File: src/hw/mm_pkg.sv
// ----------------------------------------
// mm_pkg
// element, address and accumulator types
// plus the memory-channel payload structs
// ----------------------------------------
package mm_pkg;

    typedef logic [31:0] word_t;
    typedef logic [31:0] addr_t;
    typedef logic signed [64:0] acc_t;

    // 0 selects matrix A, 1 selects matrix B
    typedef logic axi_id_t;

    // beats minus one
    typedef logic [7:0] burst_len_t;

    typedef struct packed {
        logic       valid;
        axi_id_t    id;
        addr_t      addr;
        burst_len_t len;
    } ar_req_t;

    typedef struct packed {
        logic    valid;
        axi_id_t id;
        word_t   data;
        logic    last;
    } r_beat_t;

    typedef struct packed {
        logic       valid;
        addr_t      addr;
        burst_len_t len;
    } aw_req_t;

    typedef struct packed {
        logic  valid;
        word_t data;
        logic  last;
    } w_beat_t;

    typedef struct packed {
        logic       valid;
        logic [1:0] resp;
    } b_resp_t;

endpackage
File: src/hw/mat_buffer.sv
// ----------------------------------------
// mat_buffer
// sa_width lines, one write port and
// one registered read port
// ----------------------------------------
`timescale 1ns/1ps

module mat_buffer #(
    parameter int sa_width = 4,
    localparam int buf_aw = $clog2(sa_width)
) (
    input  logic                         clk,
    input  logic                         wren_i,
    input  logic [buf_aw-1:0]            waddr_i,
    input  mm_pkg::word_t [sa_width-1:0] wdata_i,
    input  logic [buf_aw-1:0]            raddr_i,
    output mm_pkg::word_t [sa_width-1:0] rdata_o
);

    typedef mm_pkg::word_t [sa_width-1:0] line_t;

    line_t mem [sa_width];

    always_ff @(posedge clk) begin
        if (wren_i) begin
            mem[waddr_i] <= wdata_i;
        end
        // read data one cycle after the address
        rdata_o <= mem[raddr_i];
    end

endmodule

File: config.mk
export PLATFORM = sky130hd
export DESIGN_NAME = mat_buffer
export DESIGN_NICKNAME = d
export VERILOG_FILES = /design/src/hw/mm_pkg.sv /design/src/hw/mat_buffer.sv
export SDC_FILE = /design/constraint.sdc
export NUM_CORES = 1
export LEC_CHECK = 0
export BUFFER_PORTS_ARGS = -buffer_cell sky130_fd_sc_hd__buf_2
export CORE_MARGIN = 2
export CORE_UTILIZATION = 50
export DETAILED_ROUTE_END_ITERATION = 8
export GPL_TIMING_DRIVEN = 0
export PLACE_DENSITY = 0.73
export SYNTH_ARGS = -nofsm -noshare
export SYNTH_HDL_FRONTEND = slang
export SYNTH_SLANG_ARGS = --single-unit
File: constraint.sdc
create_clock -name clk -period 28.1 [get_ports clk]
set_clock_uncertainty 0.05 [all_clocks]
set_input_delay 5.62 -clock clk [delete_from_list [all_inputs] [get_ports clk]]
set_output_delay 5.62 -clock clk [all_outputs]
set_load 0.02 [all_outputs]
* Word level (Yosys, flattened, before mapping) *
Memory sizes are Yosys's and may differ from the RTL's. A register that Yosys moved wholly into a read port is not among the register bits.
Cells that the tools add are included.

word-level totals
  bits in writable memories = 512
  memories = 1
  output and inout port bits = 128
  bits of input ports = 134
  bits in registers = 0
  logic and storage cells = 3

memories
  name  words  width  rd ports  clocked after Yosys merged registers in  write ports  line              RTL
  mem   4      128    1         1                                        1            mat_buffer.sv:22  line_t mem [sa_width];

operators by class
  multiplexer cells = 2

operators with widths
  operator  number
  $mux 1    2

* Depth between registers and ports, before layout *
  word-level depth = 2
  mapped depth = 3
  depth with buffers taken out = 1

* Worst setup path before layout *
No wires, ideal clock.

  path type = input port to flip-flop
  from = in waddr_i[1]
  to = mem mem[0][0] in the netlist's numbering, enable pin
  setup slack = 12.329 ns
  library setup time = 0.801 ns
  buffers on the path = 0
  stages = 1
  data arrival time = 14.921 ns
  required time = 27.249 ns
  path through = nor3b_1

RTL lines
  what         line              RTL
  from (decl)  mat_buffer.sv:14  input logic [buf_aw-1:0] waddr_i,
  to (decl)    mat_buffer.sv:22

Straight into the memory's write port.

* Final worst setup path *
  from = in waddr_i[1]
  to = mem mem[0][34] in the netlist's numbering, enable pin

Straight into the memory's write port.

==> reports/metrics.csv <==
stage,metric,value,unit
critical_path,"setup slack, reg-to-reg",27.05,ns
timing,fin crit period,6.91,ns
cts,Clock Pin Slew Worst Setup and Hold Paths,0.06,ns
power,PD cells,81.3,nW/µm²
drt,vias,9141,
finish,area grow syn2layout,21.7,%
place,cell total after placement,1620,
floorplan,io pins,262,
drt,post-DR wirelength/cell,21.7,µm
yosys,top cell type's share of synthesized area,72.6,%
place,gpl congestion,0.697,
global_routing,initial antenna violation count,12,
drt,Final ANT Viol Nets,0,
critical_path,CP max stage cell,nor3b_2,
critical_path,Crit Reg-Reg Endpoint,rdata_o[97],
drt,WL final,37900,µm
power,LEAKAGE,9.05,nW
job,Max Cap Viol,0,
global_routing,grt ovf,0,
cts,Clock Latency Late Sink,0.57,ns
finish,total of fill cells in the finished design,2907,
critical_path,worst-path maximum fanout,11,
timing,f_max,145,MHz
cts,CTS tree,yes,
critical_path,Worst Setup EP,mem[0][34],
hold_path,HP Start,mem[2][118],
critical_path,CP top delay family,buffers and inverters,
floorplan,Die Y,210,µm
drt,DR vias/cell,5.24,
yosys,main area contributors after synthesis,"edfxtp_1, mux4_2, dfxtp_1",
place,Port Buffers,259,
cts,CTS H-Tree Depth,3,
yosys,Yosys top cell by area,edfxtp_1,
critical_path,R2R Path Start,mem[3][97],
yosys,syn_area_per_cell,26.5,µm²
global_routing,first-pass GRT wire length,57600,µm
global_routing,GR Util All Layers,17.7,%
timing,Worst-Margin Slew,1.07,ns
floorplan,full die area,44000,µm²
cts,Post-CTS Setup Bufs,0,
timing,Setup TNS,0,ns
timing,Max Slew Vio Count,0,
critical_path,worst setup path class,input pin to flip-flop,
critical_path,Crit path buffers/inverters,5,
finish,Final Net Count,1283,
timing,RSZ-0062 raised after global routing,no,
status,status,completed,
yosys,Mapped Nets,934,
critical_path,Worst setup EP type,flip-flop,
finish,fraction of layout instances using a drive strength above 1,44.6,%
timing,relative slew slack,28.8,%
critical_path,CP cell instances,buf_2 > nor3b_2 > buf_6 > buf_6 > buf_8 > buf_6,
critical_path,FF-to-FF path depth,1,
timing,# setup viols final,0,
global_routing,pin count of the biggest net entering global routing,53,
drt,post-route DRC violation count,0,
cts,Resized cells post-CTS,0,
yosys,Gate Count Post-Synth,800,
critical_path,CP arrival,7.13,ns
critical_path,Worst path max stage delay,0.55,ns
floorplan,Die X,210,µm
place,dpl hpwl,24200,µm
floorplan,CORE AREA,41900,µm²
drt,Initial DRC Count,566,
cts,buffer depth of the longest clock path,3,
timing,final critical-path share of the clock period,24.6,%
cts,CTS hold repair buffers,0,
yosys,Synth cell types,10,
finish,Post-Layout Cell Count,1744,
critical_path,"most used cell, CP",buf_6,
cts,CTS Root Cell,clkbuf_16,
floorplan,starting density of the core,50.6,%
cts,CTS sink cnt,640,
yosys,register area share after synthesis,84.7,%
drt,TritonRoute pass-1 iters,5,
hold_path,worst hold path class,flip-flop to flip-flop,
global_routing,vias in the first global route,9856,
floorplan,number of cell rows,75,
power,peak supply drop,0.0588,mV
critical_path,crit start category,input pin,
yosys,Mapped Area,21200,µm²
hold_path,hold path cells,1,
yosys,number of synthesized register bits,640,
critical_path,Crit path depth,6,
critical_path,Setup crit start,waddr_i[1],
critical_path,CP Data Required Time,28.32,ns
yosys,Ys Warns,0,
timing,Hold Fails Final Rpt,0,
cts,TritonCTS Buffers,66,
[flip-flops by register name (all words and copies together), names as in the netlist]
| signal | count |
|---|---|
| rdata_o | 128 |
| mem | 512 |
[layout make-up]
type                       count  area (µm²)  share of cell area [%]
clock buffer                  93        1870                    7.25
buffer                        28         314                    1.22
sequential                   640       17900                    69.6
tap                          539         674                    2.62
multi-input combinational    132        2930                    11.4
timing repair buffer         281        1680                    6.51
clock inverter                24         335                    1.30
antenna                        7        17.5                  0.0680
[Yosys cell counts]
| master | n |
|---|---|
| nor3b_1 | 1 |
| mux4_2 | 128 |
| and3b_1 | 2 |
| and3_1 | 1 |
| buf_12 | 10 |
| clkbuf_1 | 1 |
| dfxtp_1 | 128 |
| buf_6 | 4 |
| edfxtp_1 | 512 |
| buf_2 | 13 |
[metal layers]
layer	GRT usage [%]	part of all wire, %	up-vias
li1	-	-	4073
met1	22.0	39	4702
met2	28.5	50	271
met3	6.13	7.7	85
met4	7.48	3.3	10
met5	0	0.18	-
[per-stage QoR]
step	util, %	setup slack, ns	hold slack (ns)	power (mW)	area [µm²]
floorplan	-	12.33	0.482	1.19	21200
global placement	55.3	4.48	0.484	1.24	23100
detailed placement	56.2	20.61	0.490	1.24	23500
CTS	61.5	21.19	0.485	2.12	25700
global route	61.5	21.07	0.497	2.16	25700
finish	61.5	21.20	0.490	2.09	25800
[power breakdown]
| part | leakage [nW] | switching, mW | total, mW | internal, mW |
|---|---|---|---|---|
| logic | 2.20 | 0.0708 | 0.124 | 0.0536 |
| clock network | 1.07 | 0.337 | 0.875 | 0.538 |
| registers | 5.78 | 0.0136 | 1.09 | 1.08 |
[cell families after synthesis]
group / share of synthesized area, %
mux: 13.6
flops: 84.7
buf+inv: 1.48
simple gates: 0.148
[cells in the final DEF, fill, tap and decap left out]
master	synthesis	layout
and3_4	0	1
and3b_4	0	2
buf_12	10	11
buf_16	0	7
buf_2	13	272
buf_6	4	15
buf_8	0	3
bufinv_16	0	8
clkbuf_1	1	20
clkbuf_16	0	69
clkbuf_8	0	5
clkinv_1	0	4
clkinv_2	0	6
clkinv_4	0	1
clkinvlp_4	0	2
dfxtp_1	128	128
diode_2	0	7
edfxtp_1	512	512
inv_6	0	3
mux4_2	128	128
nor3b_2	0	1
[worst min-delay path by stage]
stage	to	slack [ns]
6_report	rdata_o[118]	0.49
5_1_grt	rdata_o[71]	0.50
4_1_cts	rdata_o[95]	0.48
3_5_place_dp	rdata_o[27]	0.49
3_3_place_gp	rdata_o[73]	0.48
2_1_floorplan	rdata_o[0]	0.48
No activity file was read; power rests on OpenSTA's default activity.
