## src/hw/mm_pkg.sv

```systemverilog
// ----------------------------------------
// mm_pkg
// element, address and accumulator types
// plus the memory-channel payload structs
// ----------------------------------------
package mm_pkg;

    typedef logic [31:0] word_t;
    typedef logic [31:0] addr_t;
    typedef logic signed [64:0] acc_t;

    // 0 selects matrix A, 1 selects matrix B
    typedef logic axi_id_t;

    // beats minus one
    typedef logic [7:0] burst_len_t;

    typedef struct packed {
        logic       valid;
        axi_id_t    id;
        addr_t      addr;
        burst_len_t len;
    } ar_req_t;

    typedef struct packed {
        logic    valid;
        axi_id_t id;
        word_t   data;
        logic    last;
    } r_beat_t;

    typedef struct packed {
        logic       valid;
        addr_t      addr;
        burst_len_t len;
    } aw_req_t;

    typedef struct packed {
        logic  valid;
        word_t data;
        logic  last;
    } w_beat_t;

    typedef struct packed {
        logic       valid;
        logic [1:0] resp;
    } b_resp_t;

endpackage
```

## src/hw/dma_engine.sv

```systemverilog
// ----------------------------------------
// dma_engine
// reads A and B, fills the line buffers,
// runs the array and writes C back
// ----------------------------------------
`timescale 1ns/1ps

module dma_engine #(
    parameter int sa_width = 4,
    localparam int buf_aw = $clog2(sa_width)
) (
    input  logic                                  clk,
    input  logic                                  rst_n,
    input  mm_pkg::addr_t                         a_addr_i,
    input  mm_pkg::addr_t                         b_addr_i,
    input  mm_pkg::addr_t                         c_addr_i,
    input  logic                                  start_i,
    output logic                                  done_o,
    output mm_pkg::ar_req_t                       ar_o,
    input  logic                                  arready_i,
    input  mm_pkg::r_beat_t                       r_i,
    output logic                                  rready_o,
    output mm_pkg::aw_req_t                       aw_o,
    input  logic                                  awready_i,
    output mm_pkg::w_beat_t                       w_o,
    input  logic                                  wready_i,
    input  mm_pkg::b_resp_t                       b_i,
    output logic                                  bready_o,
    output logic                                  buf_a_wren_o,
    output logic [buf_aw-1:0]                     buf_a_waddr_o,
    output mm_pkg::word_t [sa_width-1:0]          buf_a_wdata_o,
    output logic                                  buf_b_wren_o,
    output logic [buf_aw-1:0]                     buf_b_waddr_o,
    output mm_pkg::word_t [sa_width-1:0]          buf_b_wdata_o,
    output logic                                  mm_start_o,
    input  logic                                  mm_done_i,
    input  mm_pkg::word_t [sa_width*sa_width-1:0] accum_i
);

    typedef mm_pkg::word_t [sa_width-1:0] line_t;

    typedef enum logic [2:0] {
        st_idle,
        st_addr_a,
        st_addr_b,
        st_load,
        st_wait_mm,
        st_addr_c,
        st_write_c,
        st_wait_b
    } state_t;

    localparam int n_elem = sa_width * sa_width;
    localparam int rx_w = $clog2(2 * n_elem);
    localparam int wc_w = $clog2(n_elem);
    localparam mm_pkg::burst_len_t burst_len = mm_pkg::burst_len_t'(n_elem - 1);

    state_t state;
    state_t state_nxt;

    mm_pkg::addr_t a_addr_q;
    mm_pkg::addr_t b_addr_q;
    mm_pkg::addr_t c_addr_q;

    // per-id packing state, indexed by the read id
    line_t             line_sr  [2];
    logic [buf_aw-1:0] word_cnt [2];
    logic [buf_aw-1:0] line_cnt [2];
    logic              buf_wren [2];

    logic [rx_w-1:0] rx_cnt;
    logic [wc_w-1:0] wr_cnt;
    logic            last_wr;

    logic r_fire;
    logic r_final;
    logic w_fire;
    logic b_fire;

    assign r_fire  = r_i.valid && rready_o;
    assign r_final = r_fire && (rx_cnt == rx_w'(2 * n_elem - 1));
    assign w_fire  = w_o.valid && wready_i;
    assign b_fire  = b_i.valid && bready_o;

    always_ff @(posedge clk) begin
        if (!rst_n) begin
            state <= st_idle;
        end else begin
            state <= state_nxt;
        end
    end

    always_comb begin
        state_nxt = state;
        case (state)
            st_idle:    if (start_i) state_nxt = st_addr_a;
            st_addr_a:  if (arready_i) state_nxt = st_addr_b;
            st_addr_b:  if (arready_i) state_nxt = st_load;
            st_load:    if (r_final) state_nxt = st_wait_mm;
            st_wait_mm: if (mm_done_i) state_nxt = st_addr_c;
            st_addr_c:  if (awready_i) state_nxt = st_write_c;
            st_write_c: if (w_fire && w_o.last) state_nxt = st_wait_b;
            st_wait_b:  if (b_fire) state_nxt = st_idle;
            default:    state_nxt = st_idle;
        endcase
    end

    // job addresses held for the whole job
    always_ff @(posedge clk) begin
        if (state == st_idle && start_i) begin
            a_addr_q <= a_addr_i;
            b_addr_q <= b_addr_i;
            c_addr_q <= c_addr_i;
        end
    end

    // beats shift in from the top, first beat ends up in word 0
    always_ff @(posedge clk) begin
        if (r_fire) begin
            line_sr[r_i.id] <= {r_i.data, line_sr[r_i.id][sa_width-1:1]};
        end
    end

    always_ff @(posedge clk) begin
        if (!rst_n) begin
            word_cnt   <= '{default: '0};
            line_cnt   <= '{default: '0};
            buf_wren   <= '{default: 1'b0};
            rx_cnt     <= '0;
            wr_cnt     <= '0;
            last_wr    <= 1'b0;
            mm_start_o <= 1'b0;
            done_o     <= 1'b0;
        end else begin
            buf_wren   <= '{default: 1'b0};
            last_wr    <= r_final;
            mm_start_o <= last_wr;
            done_o     <= b_fire;
            if (r_fire) begin
                rx_cnt <= rx_cnt + 1'b1;
                if (word_cnt[r_i.id] == buf_aw'(sa_width - 1)) begin
                    word_cnt[r_i.id] <= '0;
                    buf_wren[r_i.id] <= 1'b1;
                end else begin
                    word_cnt[r_i.id] <= word_cnt[r_i.id] + 1'b1;
                end
            end
            // next line after each buffer write
            for (int i = 0; i < 2; i++) begin
                if (buf_wren[i]) begin
                    line_cnt[i] <= line_cnt[i] + 1'b1;
                end
            end
            if (w_fire) begin
                wr_cnt <= wr_cnt + 1'b1;
            end
        end
    end

    assign ar_o = '{
        valid: (state == st_addr_a) || (state == st_addr_b),
        id:    mm_pkg::axi_id_t'(state == st_addr_b),
        addr:  (state == st_addr_b) ? b_addr_q : a_addr_q,
        len:   burst_len
    };

    // B beats may follow A closely, so accept from the B request on
    assign rready_o = (state == st_addr_b) || (state == st_load);

    assign aw_o = '{valid: state == st_addr_c, addr: c_addr_q, len: burst_len};

    assign w_o = '{
        valid: state == st_write_c,
        data:  accum_i[wr_cnt],
        last:  wr_cnt == wc_w'(n_elem - 1)
    };

    assign bready_o = (state == st_wait_b);

    assign buf_a_wren_o  = buf_wren[0];
    assign buf_a_waddr_o = line_cnt[0];
    assign buf_a_wdata_o = line_sr[0];
    assign buf_b_wren_o  = buf_wren[1];
    assign buf_b_waddr_o = line_cnt[1];
    assign buf_b_wdata_o = line_sr[1];

endmodule

```

## config.mk

```make
export PLATFORM = sky130hd
export DESIGN_NAME = dma_engine
export DESIGN_NICKNAME = d
export VERILOG_FILES = /design/src/hw/mm_pkg.sv /design/src/hw/dma_engine.sv
export SDC_FILE = /design/constraint.sdc
export NUM_CORES = 1
export LEC_CHECK = 0
export BUFFER_PORTS_ARGS = -buffer_cell sky130_fd_sc_hd__clkbuf_2
export CORE_AREA = 2 2 407 409
export CTS_BUF_LIST = sky130_fd_sc_hd__clkbuf_8
export CTS_CLUSTER_DIAMETER = 150
export DETAILED_ROUTE_END_ITERATION = 16
export DIE_AREA = 0 0 409 411
export GPL_TIMING_DRIVEN = 0
export PLACE_DENSITY_LB_ADDON = 0.12
export RECOVER_POWER = 25
export SLEW_MARGIN = 15
export SYNTH_ARGS = -nofsm -noshare
export SYNTH_HDL_FRONTEND = slang
export SYNTH_SLANG_ARGS = --single-unit
```

## constraint.sdc

```tcl
create_clock -name clk -period 22.2 [get_ports clk]
set_input_delay 4.44 -clock clk [delete_from_list [all_inputs] [get_ports clk]]
set_output_delay 4.44 -clock clk [all_outputs]
set_load 0.02 [all_outputs]
```

Yosys cells after proc, flatten, opt, wreduce, memory -nomap -nowiden
Memory sizes are Yosys's and may differ from the RTL's.
Index checks and enable logic that the tools add are counted.
Storage, ports and cells
  bits in writable memories: 256
  flip-flop bits (word level): 121
  output and inout port bits: 383
  word-level logic and storage cells: 80
  memories kept: 1
  input bits: 653
Memories
  line_sr: depth 2, bits a word 128, rd ports 3, clocked after memory_dff 0, write ports 1, line dma_engine.sv:66  | line_t line_sr [2];
Operators by class
  reductions and logical operators: 12
  eq/ne operators: 18
  bitwise gates (word level): 3
  add/sub/neg operators: 5
  magnitude comparators: 3
  muxes and demuxes: 23
Operators with widths (number)
  binary-select mux 32 bit (select 4 bit): 1
  two-way mux 32 bit: 2
  two-way mux 3 bit: 8
  one-hot mux 3 bit (8 select lines): 1
  equality test 3 bit (second input constant): 4
  two-way mux 2 bit: 4
  != test 2 x 1 -> 1 bit (second input constant): 4
  != test 2 bit (second input constant): 4
  AND reduction 8 bit: 1
  logical AND 1 bit: 7
  adder 2 x 1 -> 2 bit (second input constant): 3
  equality test 3 x 2 -> 1 bit (second input constant): 2
  adder 5 x 1 -> 5 bit (second input constant): 1
  equality test 5 bit (second input constant): 1
  less-than comparator 4 x 5 -> 1 bit (second input constant): 1
  adder 4 x 1 -> 4 bit (second input constant): 1
  AND 4 bit: 1
  bitwise mux 4 bit: 1
  equality test 4 bit (second input constant): 1
  two-way mux 4 bit: 1
  NOT 4 bit: 1
  equality test 3 x 1 -> 1 bit (second input constant): 1
  logical NOT 3 bit: 1
  two-way mux 1 bit: 3
  8 further kinds: 9

Longest topological paths before layout
Gate-level depths: netlist of the first run.
  depth in word-level cells: 8
  mapped depth: 7

Least setup slack after synthesis of the first run
Ideal clock, no wire load.
  path kind: input port to flip-flop
  from: input port start_i
  to: register a_addr_q[0] (enable)
  arrival time: 11533 ps
  stages: 2
  path buffers: 0
  data required time: 21512 ps
  path slack: 9979 ps
  cells stage by stage: nor2b_1 -> nor3b_1
On the way
  word-level cells in the longest chain between the ends: 1
Ends and longest elaborated chain
  start, declared: line dma_engine.sv:17  | input logic start_i,
  logical AND 1 bit: line dma_engine.sv:110  | if (state == st_idle && start_i) begin
  end signal, assigned: line dma_engine.sv:111  | a_addr_q <= a_addr_i;
  end, declared: line dma_engine.sv:61  | mm_pkg::addr_t a_addr_q;
No other way between the ends.
A chain may end at the register's enable or synchronous reset.

==> impl_metrics.tcl, run 1 <==
set metrics [dict create \
    outcome "finished, violations left" \
    violations "capacitance limit, slew limit" \
    hpwl_um 96000 \
    die_area_sq_mm 0.168 \
    synth_top_family_by_area "multiplexers" \
    post-cts-setup-buffer-count 0 \
    drv_cap 2 \
    clk_pin_slew_ns 0.05 \
    post_cts_resized 0 \
    multi_input_area_sq_mm 0.00595 \
    synth_mux_area_frac 0.271 \
    pwr-share-clk 0.368 \
    synth_flop_cell "edfxtp_1" \
    dieHeight_um 411 \
    core_sq_mm 0.164 \
    ant_nets 0 \
    ys_ff_latch 377 \
    wirelength_um 114000 \
    route.detailed.drc 0 \
    worst_slew_pin_slew_ns 3.07 \
    dr.pass1.iters 5 \
    setup_ws_ns 11.59 \
    die_width_um 409 \
    worstPathCellList "clkbuf_2 -> mux4_2 -> nor2b_1 -> a211oi_1 -> a21oi_1 -> clkbuf_2" \
    synthCells 945 \
    period_minus_slack_ns 10.61 \
    synth.area.top_cells "edfxtp_1 60%, mux4_2 16%, mux2_2 8.4%, dfxtp_1 2.9%, mux2i_1 2.2%" \
    grt_first_pass_wirelength_um 148000 \
    rows 149 \
    synth-edff-count 352 \
    pwr-share-comb 0.175 \
    synth_cell_types 39 \
    tns_ns 0 \
    cp-end-kind "output pin" \
    synthAdderAreaFrac 0.00286 \
    rsz0062_at_grt "false" \
    insertion_delay_ns 0.72 \
    max-vdd-ir-drop_mv 0.0379 \
    area_delta_synth_final_pct 53.8 \
    yosys.area.top_type_share 0.604 \
    synthSimpleGateAreaFrac 0.0295 \
    hp-start "word_cnt[1]" \
    cts_buffer_depth 3 \
    wl_per_cell_um 26.3 \
    r2r_slack_ns 17.16 \
    gr-total-overflow 0 \
    grt_pass1_vias 15911 \
    slew_viol_final 94 \
    cts_buffers 77 \
    preCtsSetupSlack_ns 11.64 \
    synth.largest_area_cell "edfxtp_1" \
    holdWs_ns 0.469 \
    synth_compound_area_frac 0.0279 \
    cp_slowest_cell "mux4_2" \
    drtIter0Drc 699 \
    power.switching_mw 0.563 \
    fin_crit_sh 0.478 \
    hold_buffers 0 \
    grt_max_degree 73 \
    p_leak_nw 10.4 \
    async_flop_share 0 \
    min_delay_path_depth 2 \
    dr_total_vias 14302 \
    setup_viol 0 \
    relSlewSlack -1.06 \
    crit_buf_inv 2 \
    netSwitchingFraction 0.297 \
    yosysWarnings 0 \
    synthXorXnorAreaFrac 0.00551 \
    cp.depth 6 \
    min_path_type "flop to flop" \
    globalRouteTotalUtil 0.131 \
    path_class "input pin to output pin" \
    finClkSkew_ns 0.0437 \
    fmax_mhz 94.2 \
    nFillCells 18289 \
    clock-root-buffer "clkbuf_8" \
    synth_area_sq_mm 0.0175 \
    seqCellArea_sq_mm 0.0111 \
    hold_viol 0 \
    cts_sinks 377 \
    pin_count 1036 \
    crit_fanout 1 \
    crit_top_cell "clkbuf_2" \
    cts_tree "done" \
    ys_top_cells_by_count "352 x edfxtp_1, 131 x mux2_2, 128 x mux4_2, 42 x nor2b_1, 41 x clkbuf_1" \
    rr_worst_depth 6 \
    p_per_area_mw_per_mm2 70.6 \
    gp_congestion 0.893 \
    timing.rr.start "state[1]" \
    r2r-end "line_sr[1][80]" \
    initial_core_util 0.107 \
    p_seq_frac 0.456 \
    critPathLaunchType "input pin" \
    antenna_found_initial 51 \
    h-tree-depth 3 \
    min_to "word_cnt[1]" \
    cp_top_family "multiplexers" \
    worstPathRequired_ns 17.76 \
    slowest_delay_ns 0.54 \
    yosys.cell_count.top_type "edfxtp_1" \
    via_per_inst 3.31 \
    avgSynthCellArea_sq_um 18.5 \
    ys_seq_area_frac 0.633 \
    drive_gt1_frac 0.647 \
    arrival_ns 6.17 \
    fin_nets 2725 \
    intPower_mw 1.34 \
    portBuffers 1016 \
]
-- routing by layer --
layer / global-route usage / vias to the layer above / routed length, um
met2: 0.233 / 813 / 58300
li1: - / 6135 / -
met1: 0.134 / 7179 / 39800
met5: 0 / - / 124
met4: 0.0418 / 18 / 2820
met3: 0.0618 / 157 / 12600
-- power groups by stage --
stage / logic, mW / registers, mW / clock network (mW)
final: 0.333 / 0.867 / 0.700
after global routing: 0.357 / 0.872 / 0.766
after floorplan: 0.131 / 0.918 / 0
after CTS: 0.349 / 0.866 / 0.741
after detailed placement: 0.347 / 0.879 / 0
after global placement: 0.333 / 0.903 / 0
-- cell type report --
| cell class | instances | area share |
|---|---|---|
| multi-input combinational | 492 | 0.221 |
| antenna | 10 | 0.000930 |
| inverter | 3 | 0.000465 |
| clock buffer | 77 | 0.0394 |
| clock inverter | 59 | 0.0135 |
| tap | 2189 | 0.102 |
| sequential | 377 | 0.412 |
| buffer | 87 | 0.0190 |
| timing repair buffer | 1030 | 0.192 |
-- through the flow --
stage	std cells	area, sq um	power [mW]	utilization
3_5_place_dp	4178	25600	1.23	0.156
3_3_place_gp	4164	25400	1.24	0.155
2_1_floorplan	959	17500	1.05	-
6_report	4324	26900	1.90	0.164
5_1_grt	4321	26900	1.99	0.164
4_1_cts	4314	27000	1.96	0.165
-- sequential cells by signal, summed over array words and instances, names as in the netlist --
name           count
buf_b_wren_o       1
buf_a_wren_o       1
a_addr_q          32
line_sr          256
b_addr_q          32
last_wr            1
state              3
mm_start_o         1
c_addr_q          32
buf_a_waddr_o      2
done_o             1
buf_b_waddr_o      2
rx_cnt             5
wr_cnt             4
word_cnt           4
-- cells in the final DEF (no fill, tap or decap), types with 19 or more instances in the layout --
cell / synthesis / routed
clkbuf_2: 0 / 976
clkbuf_1: 41 / 90
a211oi_1: 33 / 33
inv_1: 3 / 25
mux2_2: 131 / 126
edfxtp_1: 352 / 352
a21oi_1: 33 / 33
clkinv_1: 0 / 19
clkbuf_8: 0 / 77
dfxtp_1: 25 / 25
nor2b_1: 42 / 42
mux4_2: 128 / 128
buf_4: 21 / 23
mux2i_1: 38 / 38
-- cell families after synthesis --
family                   Yosys count
AO/OA/AOI/OAI                     76
XOR/XNOR                          11
adder cells (fa/ha/maj)            4
buffers and inverters             90
flip-flops                       377
multiplexers                     297
other                              2
AND/OR/NAND/NOR                   88
-- worst reg2reg max path, stage by stage (launching register included) --
cell        delay, ns
dfxtp_1          0.29
buf_2            0.16
and3b_1          0.18
clkbuf_1         0.34
nand2_1          0.29
clkinvlp_2       2.30
buf_16           0.99
-- how the worst max path moves through the flow --
stage	startpoint	endpoint	slack [ns]
2_1_floorplan	start_i	a_addr_q[0]	9.98
3_3_place_gp	start_i	c_addr_q[7]	5.79
3_5_place_dp	accum_i[3]	w_o[4]	11.64
4_1_cts	accum_i[3]	w_o[4]	11.63
5_1_grt	accum_i[3]	w_o[4]	11.59
6_report	accum_i[3]	w_o[4]	11.59
Note: power is estimated with default switching activity, not from simulation.
==> run 2: changes to the inputs <==
==> constraint.sdc (replaced) <==
create_clock -name clk -period 8.8 [get_ports clk]
set_input_delay 1.76 -clock clk [delete_from_list [all_inputs] [get_ports clk]]
set_output_delay 1.76 -clock clk [all_outputs]
set_load 0.02 [all_outputs]
==> impl_metrics.tcl, run 2 (same netlist as run 1, synthesis figures left out) <==
set metrics [dict create \
    outcome "finished, violations left" \
    violations "capacitance limit, slew limit" \
    critPathLaunchType "flop" \
    worst_slew_pin_slew_ns 1.53 \
    rr_worst_depth 7 \
    wl_per_cell_um 26.1 \
    arrival_ns 3.75 \
    hpwl_um 94700 \
    post-cts-setup-buffer-count 0 \
    critPathCapture "w_o[12]" \
    p_per_area_mw_per_mm2 177 \
    insertion_delay_ns 0.75 \
    ant_nets 0 \
    drive_gt1_frac 0.654 \
    pin_count 1036 \
    clock-root-buffer "clkbuf_8" \
    clk_pin_slew_ns 0.06 \
    nFillCells 18235 \
    area_delta_synth_final_pct 53.5 \
    die_width_um 409 \
    grt_first_pass_wirelength_um 147000 \
    r2r-end "line_sr[0][80]" \
    hold_viol 0 \
    cts_buffers 77 \
    cp-end-kind "output pin" \
    design_area_sq_mm 0.0269 \
    preCtsSetupSlack_ns 3.48 \
    core_sq_mm 0.164 \
    regMostFlops "line_sr" \
    relSlewSlack -0.0207 \
    largest_register_ffs 256 \
    via_per_inst 3.31 \
    cts_buffer_depth 3 \
    setup_ws_ns 3.29 \
    fin_nets 2722 \
    cts_sinks 377 \
    dieHeight_um 411 \
    gr-total-overflow 0 \
    final_common_cell "clkbuf_2" \
    globalRouteTotalUtil 0.129 \
    worstPathRequired_ns 7.04 \
    hold_buffers 0 \
    rows 149 \
    setup_viol 0 \
    rsz0062_at_grt "false" \
    h-tree-depth 3 \
    die_area_sq_mm 0.168 \
    portBuffers 1016 \
    holdWs_ns 0.402 \
    min_path_type "flop to flop" \
    timing.rr.start "state[1]" \
    crit_start "wr_cnt[1]" \
    grt_pass1_vias 15716 \
    cts_tree "done" \
    period_minus_slack_ns 5.51 \
    tns_ns 0 \
    slew_viol_final 18 \
    postPlaceCellArea_sq_mm 0.0256 \
    final_cell_mix "982 x clkbuf_2, 352 x edfxtp_1, 131 x mux2_2, 128 x mux4_2, 82 x clkbuf_1" \
    crit_fanout 10 \
    r2r_slack_ns 5.17 \
    dr.pass1.iters 5 \
    p_leak_nw 10.4 \
    drtIter0Drc 683 \
    fin_crit_sh 0.626 \
    antenna_found_initial 51 \
    grt_max_degree 78 \
    power_mw 4.74 \
    wirelength_um 113000 \
    max-vdd-ir-drop_mv 0.0900 \
    gp_congestion 0.933 \
    post_cts_resized 0 \
    finClkSkew_ns 0.0793 \
    seqCellArea_sq_mm 0.0111 \
    drv_cap 1 \
    multi_input_area_sq_mm 0.00595 \
    initial_core_util 0.107 \
    path_class "flop to output pin" \
    fmax_mhz 182 \
    dr_total_vias 14284 \
    route.detailed.drc 0 \
]
[run 2: cell count changes in the layout (fill, tap and decap cells not counted), moves of 2 or more]
cell | previous run | this run
clkbuf_1 | 90 | 82
mux2_1 | 5 | 0
diode_2 | 10 | 7
buf_4 | 23 | 21
clkbuf_2 | 976 | 982
clkinv_2 | 7 | 5
clkinv_1 | 19 | 12
and2_1 | 7 | 5
mux2_2 | 126 | 131
and2_0 | 6 | 8
clkbuf_8 | 77 | 80
bufinv_16 | 3 | 1
[run 2: through the flow]
step                utilization  std cells
global route              0.164       4307
global placement          0.155       4164
floorplan                     -        959
CTS                       0.165       4303
finish                    0.164       4310
detailed placement        0.156       4175
[run 2: metal layers]
layer  track usage  up-vias  wire, um
met5             0        -       131
met4        0.0300       20      2360
met3        0.0605      169     11900
met2         0.235      794     58600
met1         0.134     7198     39600
li1              -     6103         -
[run 2: worst min-delay path by stage]
stage               depth (start not counted)  slack, ns          to  startpoint
detailed placement                          1       0.44  mm_start_o     last_wr
global placement                            1       0.43  mm_start_o     last_wr
global route                                1       0.42  mm_start_o     last_wr
CTS                                         1       0.40  mm_start_o     last_wr
finish                                      1       0.40  mm_start_o     last_wr
floorplan                                   1       0.41  mm_start_o     last_wr
[run 2: area by class of cell]
cell class / count / share of cell area
antenna: 7 / 0.000652
buffer: 87 / 0.0191
multi-input combinational: 492 / 0.222
tap: 2189 / 0.102
inverter: 3 / 0.000699
sequential: 377 / 0.412
clock inverter: 48 / 0.00992
timing repair buffer: 1027 / 0.193
clock buffer: 80 / 0.0410
[run 2: critical path, cell delays in order (launching register included)]
cell,delay [ns]
dfxtp_1,0.45
buf_2,0.34
clkbuf_1,0.51
clkbuf_1,0.59
a211oi_1,0.20
a21oi_1,0.63
clkbuf_2,0.31
[run 2: power by group]
part	internal, mW	switching [mW]
clock	0.871	0.838
combinational	0.321	0.524
sequential	2.14	0.0509
==> run 3: changes to the inputs <==
--- a/config.mk
+++ b/config.mk
@@ -5,12 +5,13 @@
 export SDC_FILE = /design/constraint.sdc
 export NUM_CORES = 1
 export LEC_CHECK = 0
+export ABC_AREA = 1
 export BUFFER_PORTS_ARGS = -buffer_cell sky130_fd_sc_hd__clkbuf_2
-export CORE_AREA = 2 2 407 409
+export CORE_AREA = 2 2 399 401
 export CTS_BUF_LIST = sky130_fd_sc_hd__clkbuf_8
 export CTS_CLUSTER_DIAMETER = 150
 export DETAILED_ROUTE_END_ITERATION = 16
-export DIE_AREA = 0 0 409 411
+export DIE_AREA = 0 0 401 403
 export GPL_TIMING_DRIVEN = 0
 export PLACE_DENSITY_LB_ADDON = 0.12
 export RECOVER_POWER = 25
==> constraint.sdc (replaced) <==
create_clock -name clk -period 4.4 [get_ports clk]
set_input_delay 0.88 -clock clk [delete_from_list [all_inputs] [get_ports clk]]
set_output_delay 0.88 -clock clk [all_outputs]
set_load 0.02 [all_outputs]
==> impl_metrics.tcl, run 3 <==
set metrics [dict create \
    min_delay_path_depth 1 \
    violations "capacitance limit, slew limit" \
    pin_count 1036 \
    outcome "finished, violations left" \
    rr_worst_depth 7 \
    intPower_mw 6.78 \
    h-tree-depth 3 \
    critPathLaunchType "flop" \
    grt_max_degree 86 \
    largest_register_ffs 256 \
    async_flop_share 0 \
    min_path_type "input pin to flop" \
    worst_slew_pin_slew_ns 1.84 \
    ys_top_cells_by_count "480 x nand2_1, 352 x edfxtp_1, 345 x nor2_1, 234 x o21ai_0, 77 x clkbuf_1" \
    relSlewSlack -0.236 \
    core_sq_mm 0.157 \
    yosysWarnings 0 \
    area_delta_synth_final_pct 51.6 \
    globalRouteTotalUtil 0.165 \
    synthCells 1883 \
    fmax_mhz 240 \
    cts_buffers 69 \
    grt_first_pass_wirelength_um 180000 \
    ant_nets 0 \
    avgSynthCellArea_sq_um 9.47 \
    synth-edff-count 352 \
    multi_input_area_sq_mm 0.00597 \
    slew_viol_final 12 \
    dieHeight_um 403 \
    clk_pin_slew_ns 0.06 \
    portBuffers 1015 \
    p_per_area_mw_per_mm2 384 \
    setup_viol 0 \
    r2r_slack_ns 0.73 \
    synth_cell_types 24 \
    rows 146 \
    hold_buffers 0 \
    pwr-share-comb 0.245 \
    insertion_delay_ns 0.69 \
    cts_sinks 377 \
    die_area_sq_mm 0.162 \
    initial_core_util 0.113 \
    crit_fanout 10 \
    pwr-share-clk 0.313 \
    hold_viol 0 \
    die_width_um 401 \
    final_cell_mix "996 x clkbuf_2, 480 x nand2_1, 352 x edfxtp_1, 345 x nor2_1, 233 x o21ai_0" \
    ys_ff_latch 377 \
    wirelength_um 138000 \
    preCtsSetupSlack_ns -0.503 \
    fin_crit_sh 0.945 \
    netSwitchingFraction 0.347 \
    period_minus_slack_ns 4.16 \
    clock-root-buffer "clkbuf_8" \
    wl_per_cell_um 26.9 \
    power_mw 10.4 \
    synth_area_sq_mm 0.0178 \
    dr.pass1.iters 5 \
    route.detailed.drc 0 \
    antenna_found_initial 40 \
    critPathCapture "w_o[2]" \
    gr-total-overflow 0 \
    rsz0062_at_grt "false" \
    hpwl_um 117000 \
    cp-end-kind "output pin" \
    worstPathRequired_ns 3.52 \
    cts_tree "done" \
    synth.largest_area_cell "edfxtp_1" \
    hp-start "r_i[27]" \
    drive_gt1_frac 0.384 \
    final_common_cell "clkbuf_2" \
    finClkSkew_ns 0.0351 \
    postPlaceCellArea_sq_mm 0.0257 \
    r2r-end "c_addr_q[1]" \
    via_per_inst 3.63 \
    dr_total_vias 18615 \
    seqCellArea_sq_mm 0.0111 \
    ys_seq_area_frac 0.621 \
    path_class "flop to output pin" \
    nFillCells 18109 \
    gp_congestion 0.871 \
    synth_flop_cell "edfxtp_1" \
    drtIter0Drc 1076 \
    setup_ws_ns 0.241 \
    drv_cap 1 \
    p_seq_frac 0.441 \
    p_leak_nw 11.7 \
    max-vdd-ir-drop_mv 0.192 \
    synth.area.top_cells "edfxtp_1 59%, nand2_1 10%, nor2_1 7.3%, o21ai_0 6.6%, dfxtp_1 2.8%" \
    regMostFlops "line_sr" \
    arrival_ns 3.28 \
    yosys.area.top_type_share 0.593 \
    fin_nets 3648 \
    crit_start "wr_cnt[1]" \
    grt_pass1_vias 19494 \
    cts_buffer_depth 3 \
    design_area_sq_mm 0.0270 \
    yosys.cell_count.top_type "nand2_1" \
    power.switching_mw 3.60 \
    timing.rr.start "state[1]" \
]
-- run 3: critical path, stage by stage, from the launching register on --
cell	delay (ns)
dfxtp_4	0.47
buf_2	0.38
clkbuf_1	0.55
o21ai_0	0.35
o22ai_1	0.33
nand2_1	0.09
nand3_1	0.12
clkbuf_2	0.30
-- run 3: what timing repair did --
| item | 4_1_cts | 5_1_grt |
|---|---|---|
| setup endpoints to repair | 32 | 0 |
| gates resized for setup | 22 | 0 |
| setup buffers | 0 | 0 |
-- run 3: through the flow --
step | util | hold WS, ns | TNS, ns | cells
after floorplan | - | 0.390 | 0 | 1897
after global placement | 0.162 | 0.433 | -747.36 | 4984
after detailed placement | 0.164 | 0.431 | -1.97 | 4992
after CTS | 0.172 | 0.231 | 0 | 5113
after global routing | 0.172 | 0.287 | 0 | 5121
final | 0.172 | 0.361 | 0 | 5125
-- run 3: cells by family after synthesis --
kind of cell	after synthesis	synth area share
adders and majority gates	4	0.00281
AOI/OAI and AO/OA	414	0.130
buffers and inverters	178	0.0486
and+or+nand+nor	908	0.197
DFF	377	0.621
other	2	0.000421
-- run 3: routing by layer --
layer,GRT usage,share of wire
met1,0.159,0.34
met2,0.325,0.55
met3,0.0567,0.078
met4,0.0473,0.026
met5,0,0.00098
-- run 3: cell type report --
type	count	area share
tap	2072	0.0959
multi-input combinational	1342	0.221
buffer	145	0.0283
sequential	377	0.410
clock inverter	51	0.0110
clock buffer	70	0.0357
inverter	33	0.00514
timing repair buffer	1023	0.192
antenna	12	0.00111
-- run 3: worst min path at each step --
stage,endpoint,slack (ns)
finish,line_sr[1][122],0.36
detailed placement,mm_start_o,0.43
CTS,line_sr[1][109],0.23
global placement,mm_start_o,0.43
global route,b_addr_q[7],0.29
floorplan,mm_start_o,0.39
-- run 3: power groups by stage --
stage	clock network (mW)	logic, mW	registers, mW
2_1_floorplan	0	0.954	4.92
3_3_place_gp	0	2.59	4.73
3_5_place_dp	0	2.68	4.65
4_1_cts	3.46	2.68	4.58
5_1_grt	3.56	2.77	4.62
6_report	3.25	2.55	4.58
